$ cat config.mk
export PLATFORM = sky130hd
export DESIGN_NAME = cpu
export DESIGN_NICKNAME = d
export VERILOG_FILES = /design/src/rtl/cpu_pkg.sv /design/src/rtl/alu.sv /design/src/rtl/reg_file.sv /design/src/rtl/datapath.sv /design/src/rtl/controller.sv /design/src/rtl/cpu.sv
export SDC_FILE = /design/constraint.sdc
export NUM_CORES = 2
export LEC_CHECK = 0
export BUFFER_PORTS_ARGS = -buffer_cell sky130_fd_sc_hd__buf_2
export CAP_MARGIN = 25
export CORE_MARGIN = 1.5
export CORE_UTILIZATION = 45
export DETAILED_ROUTE_END_ITERATION = 8
export SETUP_SLACK_MARGIN = 0.15
export SLEW_MARGIN = 20
export SYNTH_ARGS = -nofsm -noshare
export SYNTH_HDL_FRONTEND = slang
export SYNTH_HIERARCHICAL = 1
export SYNTH_SLANG_ARGS = --single-unit
$ cat constraint.sdc
create_clock -name clk -period 8 [get_ports clk]
set_clock_uncertainty 0.15 [all_clocks]
set_input_delay 0.4 -clock clk [delete_from_list [all_inputs] [get_ports clk]]
set_output_delay 0.4 -clock clk [all_outputs]
set_load 0.05 [all_outputs]
$ cat src/rtl/cpu_pkg.sv
package cpu_pkg;

    typedef logic [31:0] word_t;
    typedef logic [6:0]  pc_t;
    typedef logic [3:0]  reg_addr_t;

    typedef enum logic [3:0] {
        cond_eq = 4'd0,
        cond_ne = 4'd1,
        cond_cs = 4'd2,
        cond_cc = 4'd3,
        cond_mi = 4'd4,
        cond_pl = 4'd5,
        cond_al = 4'd14
    } cond_e;

    // arm data-processing encodings
    typedef enum logic [3:0] {
        op_and = 4'd0,
        op_eor = 4'd1,
        op_sub = 4'd2,
        op_add = 4'd4,
        op_cmp = 4'd10,
        op_orr = 4'd12,
        op_mov = 4'd13,
        op_mvn = 4'd15
    } opcode_e;

    // 2'b11 is undefined
    typedef enum logic [1:0] {
        class_data   = 2'b00,
        class_mem    = 2'b01,
        class_branch = 2'b10
    } class_e;

    typedef enum logic [1:0] {
        shift_lsl,
        shift_lsr,
        shift_asr,
        shift_ror
    } shift_e;

    typedef enum logic [2:0] {
        alu_add,
        alu_sub,
        alu_and,
        alu_orr,
        alu_eor,
        alu_pass_b,
        alu_not_b
    } alu_op_e;

    typedef enum logic [2:0] {
        stage_fetch,
        stage_fetch_wait,
        stage_decode,
        stage_execute,
        stage_memory,
        stage_memory_wait,
        stage_writeback
    } stage_e;

    // status register flag bits
    localparam int flag_n = 31;
    localparam int flag_z = 30;
    localparam int flag_c = 29;
    localparam int flag_v = 28;

endpackage : cpu_pkg

$ cat src/rtl/alu.sv
`timescale 1ns/1ps

module alu (
    input  cpu_pkg::word_t   a,
    input  cpu_pkg::word_t   b,
    input  cpu_pkg::shift_e  shift_op,
    input  logic [4:0]       imm5,
    input  logic             use_shift,
    input  cpu_pkg::alu_op_e op,
    output cpu_pkg::word_t   result,
    output logic             n,
    output logic             z,
    output logic             c,
    output logic             v
);
    import cpu_pkg::*;

    word_t       shifted;
    word_t       b_eff;
    logic [63:0] rotated;
    logic [32:0] sum;
    logic        sub;

    assign rotated = {b, b} >> imm5;

    // amount 0 leaves b as is for every type
    always_comb begin
        shifted = b;
        if (use_shift) begin
            case (shift_op)
                shift_lsl: shifted = b << imm5;
                shift_lsr: shifted = b >> imm5;
                shift_asr: shifted = word_t'($signed(b) >>> imm5);
                default:   shifted = rotated[31:0];
            endcase
        end
    end

    // one adder, sub is a + ~b + 1
    assign sub   = (op == alu_sub);
    assign b_eff = sub ? ~shifted : shifted;
    assign sum   = {1'b0, a} + {1'b0, b_eff} + {32'd0, sub};

    always_comb begin
        c = 1'b0;
        v = 1'b0;
        case (op)
            alu_add, alu_sub: begin
                result = sum[31:0];
                c      = sum[32];
                v      = (a[31] == b_eff[31]) && (sum[31] != a[31]);
            end
            alu_and:    result = a & shifted;
            alu_orr:    result = a | shifted;
            alu_eor:    result = a ^ shifted;
            alu_pass_b: result = shifted;
            alu_not_b:  result = ~shifted;
            default:    result = '0;
        endcase
    end

    assign n = result[31];
    assign z = (result == '0);

endmodule : alu

$ cat src/rtl/reg_file.sv
`timescale 1ns/1ps

module reg_file (
    input  logic               clk,
    input  logic               reset,
    input  cpu_pkg::reg_addr_t a_addr,
    input  cpu_pkg::reg_addr_t b_addr,
    input  cpu_pkg::reg_addr_t s_addr,
    input  cpu_pkg::reg_addr_t dbg_addr,
    input  cpu_pkg::reg_addr_t w_addr,
    input  cpu_pkg::word_t     w_data,
    input  logic               w_en,
    output cpu_pkg::word_t     a_data,
    output cpu_pkg::word_t     b_data,
    output cpu_pkg::word_t     s_data,
    output cpu_pkg::word_t     dbg_data
);
    import cpu_pkg::*;

    word_t regs [16];

    always_ff @(posedge clk) begin
        if (reset) begin
            for (int i = 0; i < 16; i++) begin
                regs[i] <= '0;
            end
        end else if (w_en) begin
            regs[w_addr] <= w_data;
        end
    end

    // combinational reads, s_data feeds store data
    assign a_data   = regs[a_addr];
    assign b_data   = regs[b_addr];
    assign s_data   = regs[s_addr];
    assign dbg_data = regs[dbg_addr];

endmodule : reg_file

$ cat src/rtl/datapath.sv
`timescale 1ns/1ps

module datapath (
    input  logic               clk,
    input  logic               reset,
    input  cpu_pkg::pc_t       start_pc,
    input  cpu_pkg::reg_addr_t rn,
    input  cpu_pkg::reg_addr_t rm,
    input  cpu_pkg::reg_addr_t rd,
    input  cpu_pkg::shift_e    shift_op,
    input  logic [4:0]         imm5,
    input  logic [11:0]        imm12,
    input  cpu_pkg::word_t     imm_branch,
    input  cpu_pkg::alu_op_e   alu_op,
    input  logic               sel_b_imm,
    input  logic               sel_pc_branch,
    input  logic               sel_w_ldr,
    input  logic               en_operands,
    input  logic               en_result,
    input  logic               en_status,
    input  logic               w_en,
    input  logic               load_pc,
    input  logic               mem_w_en,
    input  cpu_pkg::word_t     ram_data2,
    input  cpu_pkg::reg_addr_t reg_addr,
    output cpu_pkg::pc_t       pc,
    output cpu_pkg::word_t     status,
    output cpu_pkg::pc_t       ram_addr2,
    output cpu_pkg::word_t     ram_in2,
    output cpu_pkg::word_t     reg_output
);
    import cpu_pkg::*;

    word_t a_q;
    word_t b_q;
    word_t result_q;
    word_t a_data;
    word_t b_data;
    word_t w_data;
    word_t alu_result;
    logic  n;
    logic  z;
    logic  c;
    logic  v;
    logic  arith;
    pc_t   branch_target;
    pc_t   pc_next;

    assign w_data = sel_w_ldr ? ram_data2 : result_q;

    reg_file u_reg_file (
        .clk      (clk),
        .reset    (reset),
        .a_addr   (rn),
        .b_addr   (rm),
        .s_addr   (rd),
        .dbg_addr (reg_addr),
        .w_addr   (rd),
        .w_data   (w_data),
        .w_en     (w_en),
        .a_data   (a_data),
        .b_data   (b_data),
        .s_data   (ram_in2),
        .dbg_data (reg_output)
    );

    // register operands are shifted inside the alu
    alu u_alu (
        .a         (a_q),
        .b         (b_q),
        .shift_op  (shift_op),
        .imm5      (imm5),
        .use_shift (!sel_b_imm),
        .op        (alu_op),
        .result    (alu_result),
        .n         (n),
        .z         (z),
        .c         (c),
        .v         (v)
    );

    always_ff @(posedge clk) begin
        if (en_operands) begin
            a_q <= a_data;
            b_q <= sel_b_imm ? {20'd0, imm12} : b_data;
        end
        if (en_result) begin
            result_q <= alu_result;
        end
    end

    // logic ops leave c and v alone
    assign arith = (alu_op == alu_add) || (alu_op == alu_sub);

    always_ff @(posedge clk) begin
        if (reset) begin
            status <= '0;
        end else if (en_status) begin
            status[flag_n] <= n;
            status[flag_z] <= z;
            if (arith) begin
                status[flag_c] <= c;
                status[flag_v] <= v;
            end
        end
    end

    // branch target relative to pc + 1, wraps in 7 bits
    assign branch_target = pc + 7'd1 + imm_branch[6:0];
    assign pc_next       = sel_pc_branch ? branch_target : pc + 7'd1;

    always_ff @(posedge clk) begin
        if (reset) begin
            pc <= start_pc;
        end else if (load_pc) begin
            pc <= pc_next;
        end
    end

    assign ram_addr2 = result_q[6:0];

    // store address was latched by the execute cycle just before
    a_store_addr: assert property (@(posedge clk) disable iff (reset)
        mem_w_en |-> $past(en_result));

endmodule : datapath

$ cat src/rtl/controller.sv
`timescale 1ns/1ps

module controller (
    input  logic               clk,
    input  logic               reset,
    input  cpu_pkg::word_t     instr,
    input  cpu_pkg::word_t     status,
    input  cpu_pkg::pc_t       pc,
    output cpu_pkg::reg_addr_t rn,
    output cpu_pkg::reg_addr_t rm,
    output cpu_pkg::reg_addr_t rd,
    output cpu_pkg::shift_e    shift_op,
    output logic [4:0]         imm5,
    output logic [11:0]        imm12,
    output cpu_pkg::word_t     imm_branch,
    output cpu_pkg::alu_op_e   alu_op,
    output logic               sel_b_imm,
    output logic               sel_pc_branch,
    output logic               sel_w_ldr,
    output logic               en_operands,
    output logic               en_result,
    output logic               en_status,
    output logic               w_en,
    output logic               load_pc,
    output logic               mem_w_en,
    output logic               retired,
    output cpu_pkg::stage_e    stage
);
    import cpu_pkg::*;

    word_t   ir;
    cond_e   cond;
    opcode_e opcode;
    logic    is_data;
    logic    is_mem;
    logic    is_branch;
    logic    i_bit;
    logic    s_bit;
    logic    op_valid;
    logic    cond_pass;
    logic    cond_ok;
    stage_e  stage_next;

    // instruction fields
    assign cond       = cond_e'(ir[31:28]);
    assign is_data    = (ir[27:26] == class_data);
    assign is_mem     = (ir[27:26] == class_mem);
    assign is_branch  = (ir[27:26] == class_branch);
    assign i_bit      = ir[25];
    assign opcode     = opcode_e'(ir[24:21]);
    assign s_bit      = ir[20];
    assign rn         = ir[19:16];
    assign rd         = ir[15:12];
    assign rm         = ir[3:0];
    assign shift_op   = shift_e'(ir[6:5]);
    assign imm5       = ir[11:7];
    assign imm12      = ir[11:0];
    assign imm_branch = {{8{ir[23]}}, ir[23:0]};

    always_comb begin
        case (stage)
            stage_fetch:       stage_next = stage_fetch_wait;
            stage_fetch_wait:  stage_next = stage_decode;
            stage_decode:      stage_next = stage_execute;
            stage_execute:     stage_next = stage_memory;
            stage_memory:      stage_next = stage_memory_wait;
            stage_memory_wait: stage_next = stage_writeback;
            default:           stage_next = stage_fetch;
        endcase
    end

    always_ff @(posedge clk) begin
        if (reset) begin
            stage   <= stage_fetch;
            retired <= 1'b0;
            cond_ok <= 1'b0;
        end else begin
            stage   <= stage_next;
            retired <= (stage == stage_writeback);
            // flags may change in execute, so hold the decode verdict
            if (stage == stage_decode) begin
                cond_ok <= cond_pass;
            end
        end
    end

    always_ff @(posedge clk) begin
        if (stage == stage_fetch_wait) begin
            ir <= instr;
        end
    end

    always_comb begin
        case (cond)
            cond_eq: cond_pass = status[flag_z];
            cond_ne: cond_pass = !status[flag_z];
            cond_cs: cond_pass = status[flag_c];
            cond_cc: cond_pass = !status[flag_c];
            cond_mi: cond_pass = status[flag_n];
            cond_pl: cond_pass = !status[flag_n];
            cond_al: cond_pass = 1'b1;
            default: cond_pass = 1'b0;
        endcase
    end

    // opcode to alu function, memory ops add the offset
    always_comb begin
        op_valid = 1'b1;
        case (opcode)
            op_and:  alu_op = alu_and;
            op_eor:  alu_op = alu_eor;
            op_sub:  alu_op = alu_sub;
            op_add:  alu_op = alu_add;
            op_cmp:  alu_op = alu_sub;
            op_orr:  alu_op = alu_orr;
            op_mov:  alu_op = alu_pass_b;
            op_mvn:  alu_op = alu_not_b;
            default: begin
                alu_op   = alu_add;
                op_valid = 1'b0;
            end
        endcase
        if (!is_data) begin
            alu_op = alu_add;
        end
    end

    assign sel_b_imm     = is_mem || i_bit;
    assign sel_pc_branch = is_branch && cond_ok;
    assign sel_w_ldr     = is_mem;

    assign en_operands = (stage == stage_decode) && cond_pass;
    assign en_result   = (stage == stage_execute) && cond_ok && (is_data || is_mem);
    // cmp always sets flags
    assign en_status   = (stage == stage_execute) && cond_ok && is_data && op_valid
                         && (s_bit || opcode == op_cmp);
    assign mem_w_en    = (stage == stage_memory) && cond_ok && is_mem && !s_bit;
    assign load_pc     = (stage == stage_writeback);
    assign w_en        = (stage == stage_writeback) && cond_ok
                         && ((is_data && op_valid && opcode != op_cmp) || (is_mem && s_bit));

    a_store_stage: assert property (@(posedge clk) disable iff (reset)
        mem_w_en |-> stage == stage_memory);

    a_write_stage: assert property (@(posedge clk) disable iff (reset)
        w_en |-> stage == stage_writeback);

    a_legal_stage: assert property (@(posedge clk) disable iff (reset)
        stage inside {stage_fetch, stage_fetch_wait, stage_decode, stage_execute,
                      stage_memory, stage_memory_wait, stage_writeback});

    // pc in the datapath moves only after a writeback
    a_pc_hold: assert property (@(posedge clk) disable iff (reset)
        !load_pc |=> $stable(pc));

endmodule : controller

$ cat src/rtl/cpu.sv
`timescale 1ns/1ps

module cpu (
    input  logic               clk,
    input  logic               reset,
    input  cpu_pkg::word_t     instr,
    input  cpu_pkg::word_t     ram_data2,
    input  cpu_pkg::pc_t       start_pc,
    input  cpu_pkg::reg_addr_t reg_addr,
    output logic               mem_w_en,
    output cpu_pkg::pc_t       ram_addr2,
    output cpu_pkg::word_t     ram_in2,
    output cpu_pkg::word_t     status,
    output cpu_pkg::pc_t       pc,
    output logic               load_pc,
    output cpu_pkg::stage_e    stage,
    output logic               retired,
    output cpu_pkg::word_t     reg_output
);
    import cpu_pkg::*;

    // controller to datapath
    reg_addr_t   rn;
    reg_addr_t   rm;
    reg_addr_t   rd;
    shift_e      shift_op;
    logic [4:0]  imm5;
    logic [11:0] imm12;
    word_t       imm_branch;
    alu_op_e     alu_op;
    logic        sel_b_imm;
    logic        sel_pc_branch;
    logic        sel_w_ldr;
    logic        en_operands;
    logic        en_result;
    logic        en_status;
    logic        w_en;

    datapath u_datapath (
        .clk           (clk),
        .reset         (reset),
        .start_pc      (start_pc),
        .rn            (rn),
        .rm            (rm),
        .rd            (rd),
        .shift_op      (shift_op),
        .imm5          (imm5),
        .imm12         (imm12),
        .imm_branch    (imm_branch),
        .alu_op        (alu_op),
        .sel_b_imm     (sel_b_imm),
        .sel_pc_branch (sel_pc_branch),
        .sel_w_ldr     (sel_w_ldr),
        .en_operands   (en_operands),
        .en_result     (en_result),
        .en_status     (en_status),
        .w_en          (w_en),
        .load_pc       (load_pc),
        .mem_w_en      (mem_w_en),
        .ram_data2     (ram_data2),
        .reg_addr      (reg_addr),
        .pc            (pc),
        .status        (status),
        .ram_addr2     (ram_addr2),
        .ram_in2       (ram_in2),
        .reg_output    (reg_output)
    );

    controller u_controller (
        .clk           (clk),
        .reset         (reset),
        .instr         (instr),
        .status        (status),
        .pc            (pc),
        .rn            (rn),
        .rm            (rm),
        .rd            (rd),
        .shift_op      (shift_op),
        .imm5          (imm5),
        .imm12         (imm12),
        .imm_branch    (imm_branch),
        .alu_op        (alu_op),
        .sel_b_imm     (sel_b_imm),
        .sel_pc_branch (sel_pc_branch),
        .sel_w_ldr     (sel_w_ldr),
        .en_operands   (en_operands),
        .en_result     (en_result),
        .en_status     (en_status),
        .w_en          (w_en),
        .load_pc       (load_pc),
        .mem_w_en      (mem_w_en),
        .retired       (retired),
        .stage         (stage)
    );

endmodule : cpu

==> flow_summary_export.csv <==
group,metric,value,unit
synthesis,yosys_warnings,6,
final_layout,fin_util,49.8,%
pwr,switching_share,32.4,%
global_route,grt_max_degree,136,
sta,fmax,136,MHz
critical_path,crit_arrival,7.77,ns
sta,rsz0062_at_grt,"no",
clocking,htree_num_levels,3,
die,die_w,342,um
place,port_buffers,164,
hold_path,min_path_type,"input pin to register",
global_route,grt.overflow.total,0,
final_layout,area_growth,10.1,%
flow_run,max_cap_violations,0,
global_route,antenna_found_initial,18,
pwr,p_per_area,181,nW/um^2
sta,report.final.slew_viol_count,0,
critical_path,worstPathRequired,8.44,ns
outcome,outcome,"completed",
pwr,leakagePower,20.9,nW
pwr,comb_power_share,25.7,%
clocking,cts_buffer_depth,3,
place,place_inst,5635,
route,drtIter0Drc,6099,
die,core,114000,sq um
route,drt_pass1_iterations,7,
clocking,post_cts_resized,0,
die,initial_core_util,45.3,%
global_route,grt_pass1_vias,39900,
sta,max-slew-margin-rel,20.7,%
clocking,cts_tree,"done",
sta,worst_slew_pin_slew,1.19,ns
critical_path,path_max_fanout,13,
global_route,grt_use_total,37.6,%
die,rows,124,
clocking,cts_buffers,77,
route,wire_per_inst,38.1,um
final_layout,fin_nets,4432,
final_layout,final_cell_mix,"edfxtp_1, mux4_2, and2_1",
critical_path,end_kind,"register",
sta,period_needed,7.34,ns
sta,hold_viol,0,
sta,setup_viol,0,
pwr,p_seq_share,39.3,%
route,drt_wl_total,222000,um
final_layout,drive_above_1_share,28.9,%
place,hpwl,141000,um
clocking,clk_pin_slew_worst_paths,0.06,ns
die,dieArea,117000,sq um
die,die_h,342,um
global_route,grt_pass1_wl,308000,um
synthesis,synth_area,51700,sq um
route,antenna_left,0,
critical_path,crit_type,"register to register",
route,drc,0,
pwr,pwr-share-clk,35.0,%
final_layout,final_common_cell,"edfxtp_1",
final_layout,nFillCells,10100,
synthesis,syn_area_per_cell,12.2,sq um
clocking,clock_sinks,656,
pwr,p_int,0.00697,W
pwr,p_switching,0.00334,W
critical_path,critPathLaunchType,"register",
synthesis,syn_inst,4247,
final_layout,finalNonFillerCells,5823,
clocking,hold_buffers,39,
die,boundaryPins,193,
clocking,cts_setup_buffers,0,
clocking,clock_tree.root_cell,"clkbuf_16",
pwr,ir_drop,0.000178,V
route,vias,41400,
route,routed_via_density,7.11,
sta,tns,0,ns
clocking,worstSkewPairLatency,0.65,ns
sta,period_share,91.7,%
pwr,total_power,0.0103,W
place,gp_congestion,1.04,
==> per-layer routing <==
layer	GRT usage (%)	vias to the layer above	routed length (um)
li1	-	16600	-
met1	46.9	20900	78000
met2	59.4	3091	103000
met3	7.33	799	23300
met4	25.2	8	17700
met5	0	-	46
==> flip-flops by register name (all words and copies together), names as in the netlist <==
| register | count |
|---|---|
| u_datapath/b_q | 32 |
| u_datapath/u_reg_file/regs | 512 |
| u_datapath/a_q | 32 |
| u_controller/retired | 1 |
| u_controller/cond_ok | 1 |
| u_datapath/status | 4 |
| u_controller/stage | 3 |
| u_datapath/result_q | 32 |
| u_controller/ir | 32 |
| u_datapath/pc | 7 |
==> power by group through the flow <==
stage | Combinational (W) | Clock, W | Sequential (W)
floorplan | 0.00172 | 0 | 0.00407
global placement | 0.00257 | 0 | 0.00411
detailed placement | 0.00256 | 0 | 0.00412
finish | 0.00265 | 0.00360 | 0.00405
global route | 0.00274 | 0.00375 | 0.00406
CTS | 0.00258 | 0.00363 | 0.00405
==> worst max-delay path, stage by stage, from the launching register on <==
cell	delay, ns
edfxtp_1	0.70
mux4_2	0.60
a22o_1	0.25
a221oi_1	0.76
o32ai_1	0.25
o41ai_2	0.60
xnor2_1	0.15
ha_1	0.42
and3_1	0.21
a211o_1	0.36
o211ai_1	0.19
o221ai_1	0.13
or4_4	0.54
or4_4	0.54
nor4_2	0.29
nand4b_1	0.14
or4b_1	0.50
nor4_2	0.25
mux2i_1	0.12
nor2_1	0.11
==> area by class of cell <==
type	count	area (sq um)	area share [%]
Inverter	92	345	0.608
Tap cell	1512	1890	3.33
Clock inverter	47	447	0.786
Multi-Input combinational cell	3027	29700	52.2
Antenna cell	7	17.5	0.0308
Sequential cell	656	19600	34.5
Clock buffer	93	2090	3.68
Timing Repair Buffer	389	2750	4.84
==> path summary, 6_finish.rpt <==
kind                                           start                            endpoint  slack [ns]  cells after the start
setup / recovery         u_datapath/b_q[9]$_DFFE_PP_  u_datapath/status[30]$_SDFFE_PP0P_        0.66                     19
setup reg to reg         u_datapath/b_q[9]$_DFFE_PP_  u_datapath/status[30]$_SDFFE_PP0P_        0.66                     19
hold reg to reg   u_datapath/status[28]$_SDFFE_PP0P_  u_datapath/status[28]$_SDFFE_PP0P_        0.37                      2
hold / removal                                 reset  u_datapath/status[31]$_SDFFE_PP0P_        0.20                      3
==> per-stage QoR <==
stage / hold slack, ns / worst slack (ns) / instance area (sq um)
floorplan: 0.315 / 1.47 / 51800
CTS: 0.173 / 0.626 / 56800
global route: 0.215 / 0.384 / 56800
detailed placement: 0.342 / 0.692 / 53900
global placement: 0.324 / 0.664 / 53900
finish: 0.203 / 0.664 / 56800
Power figures use the tool's default switching activity.
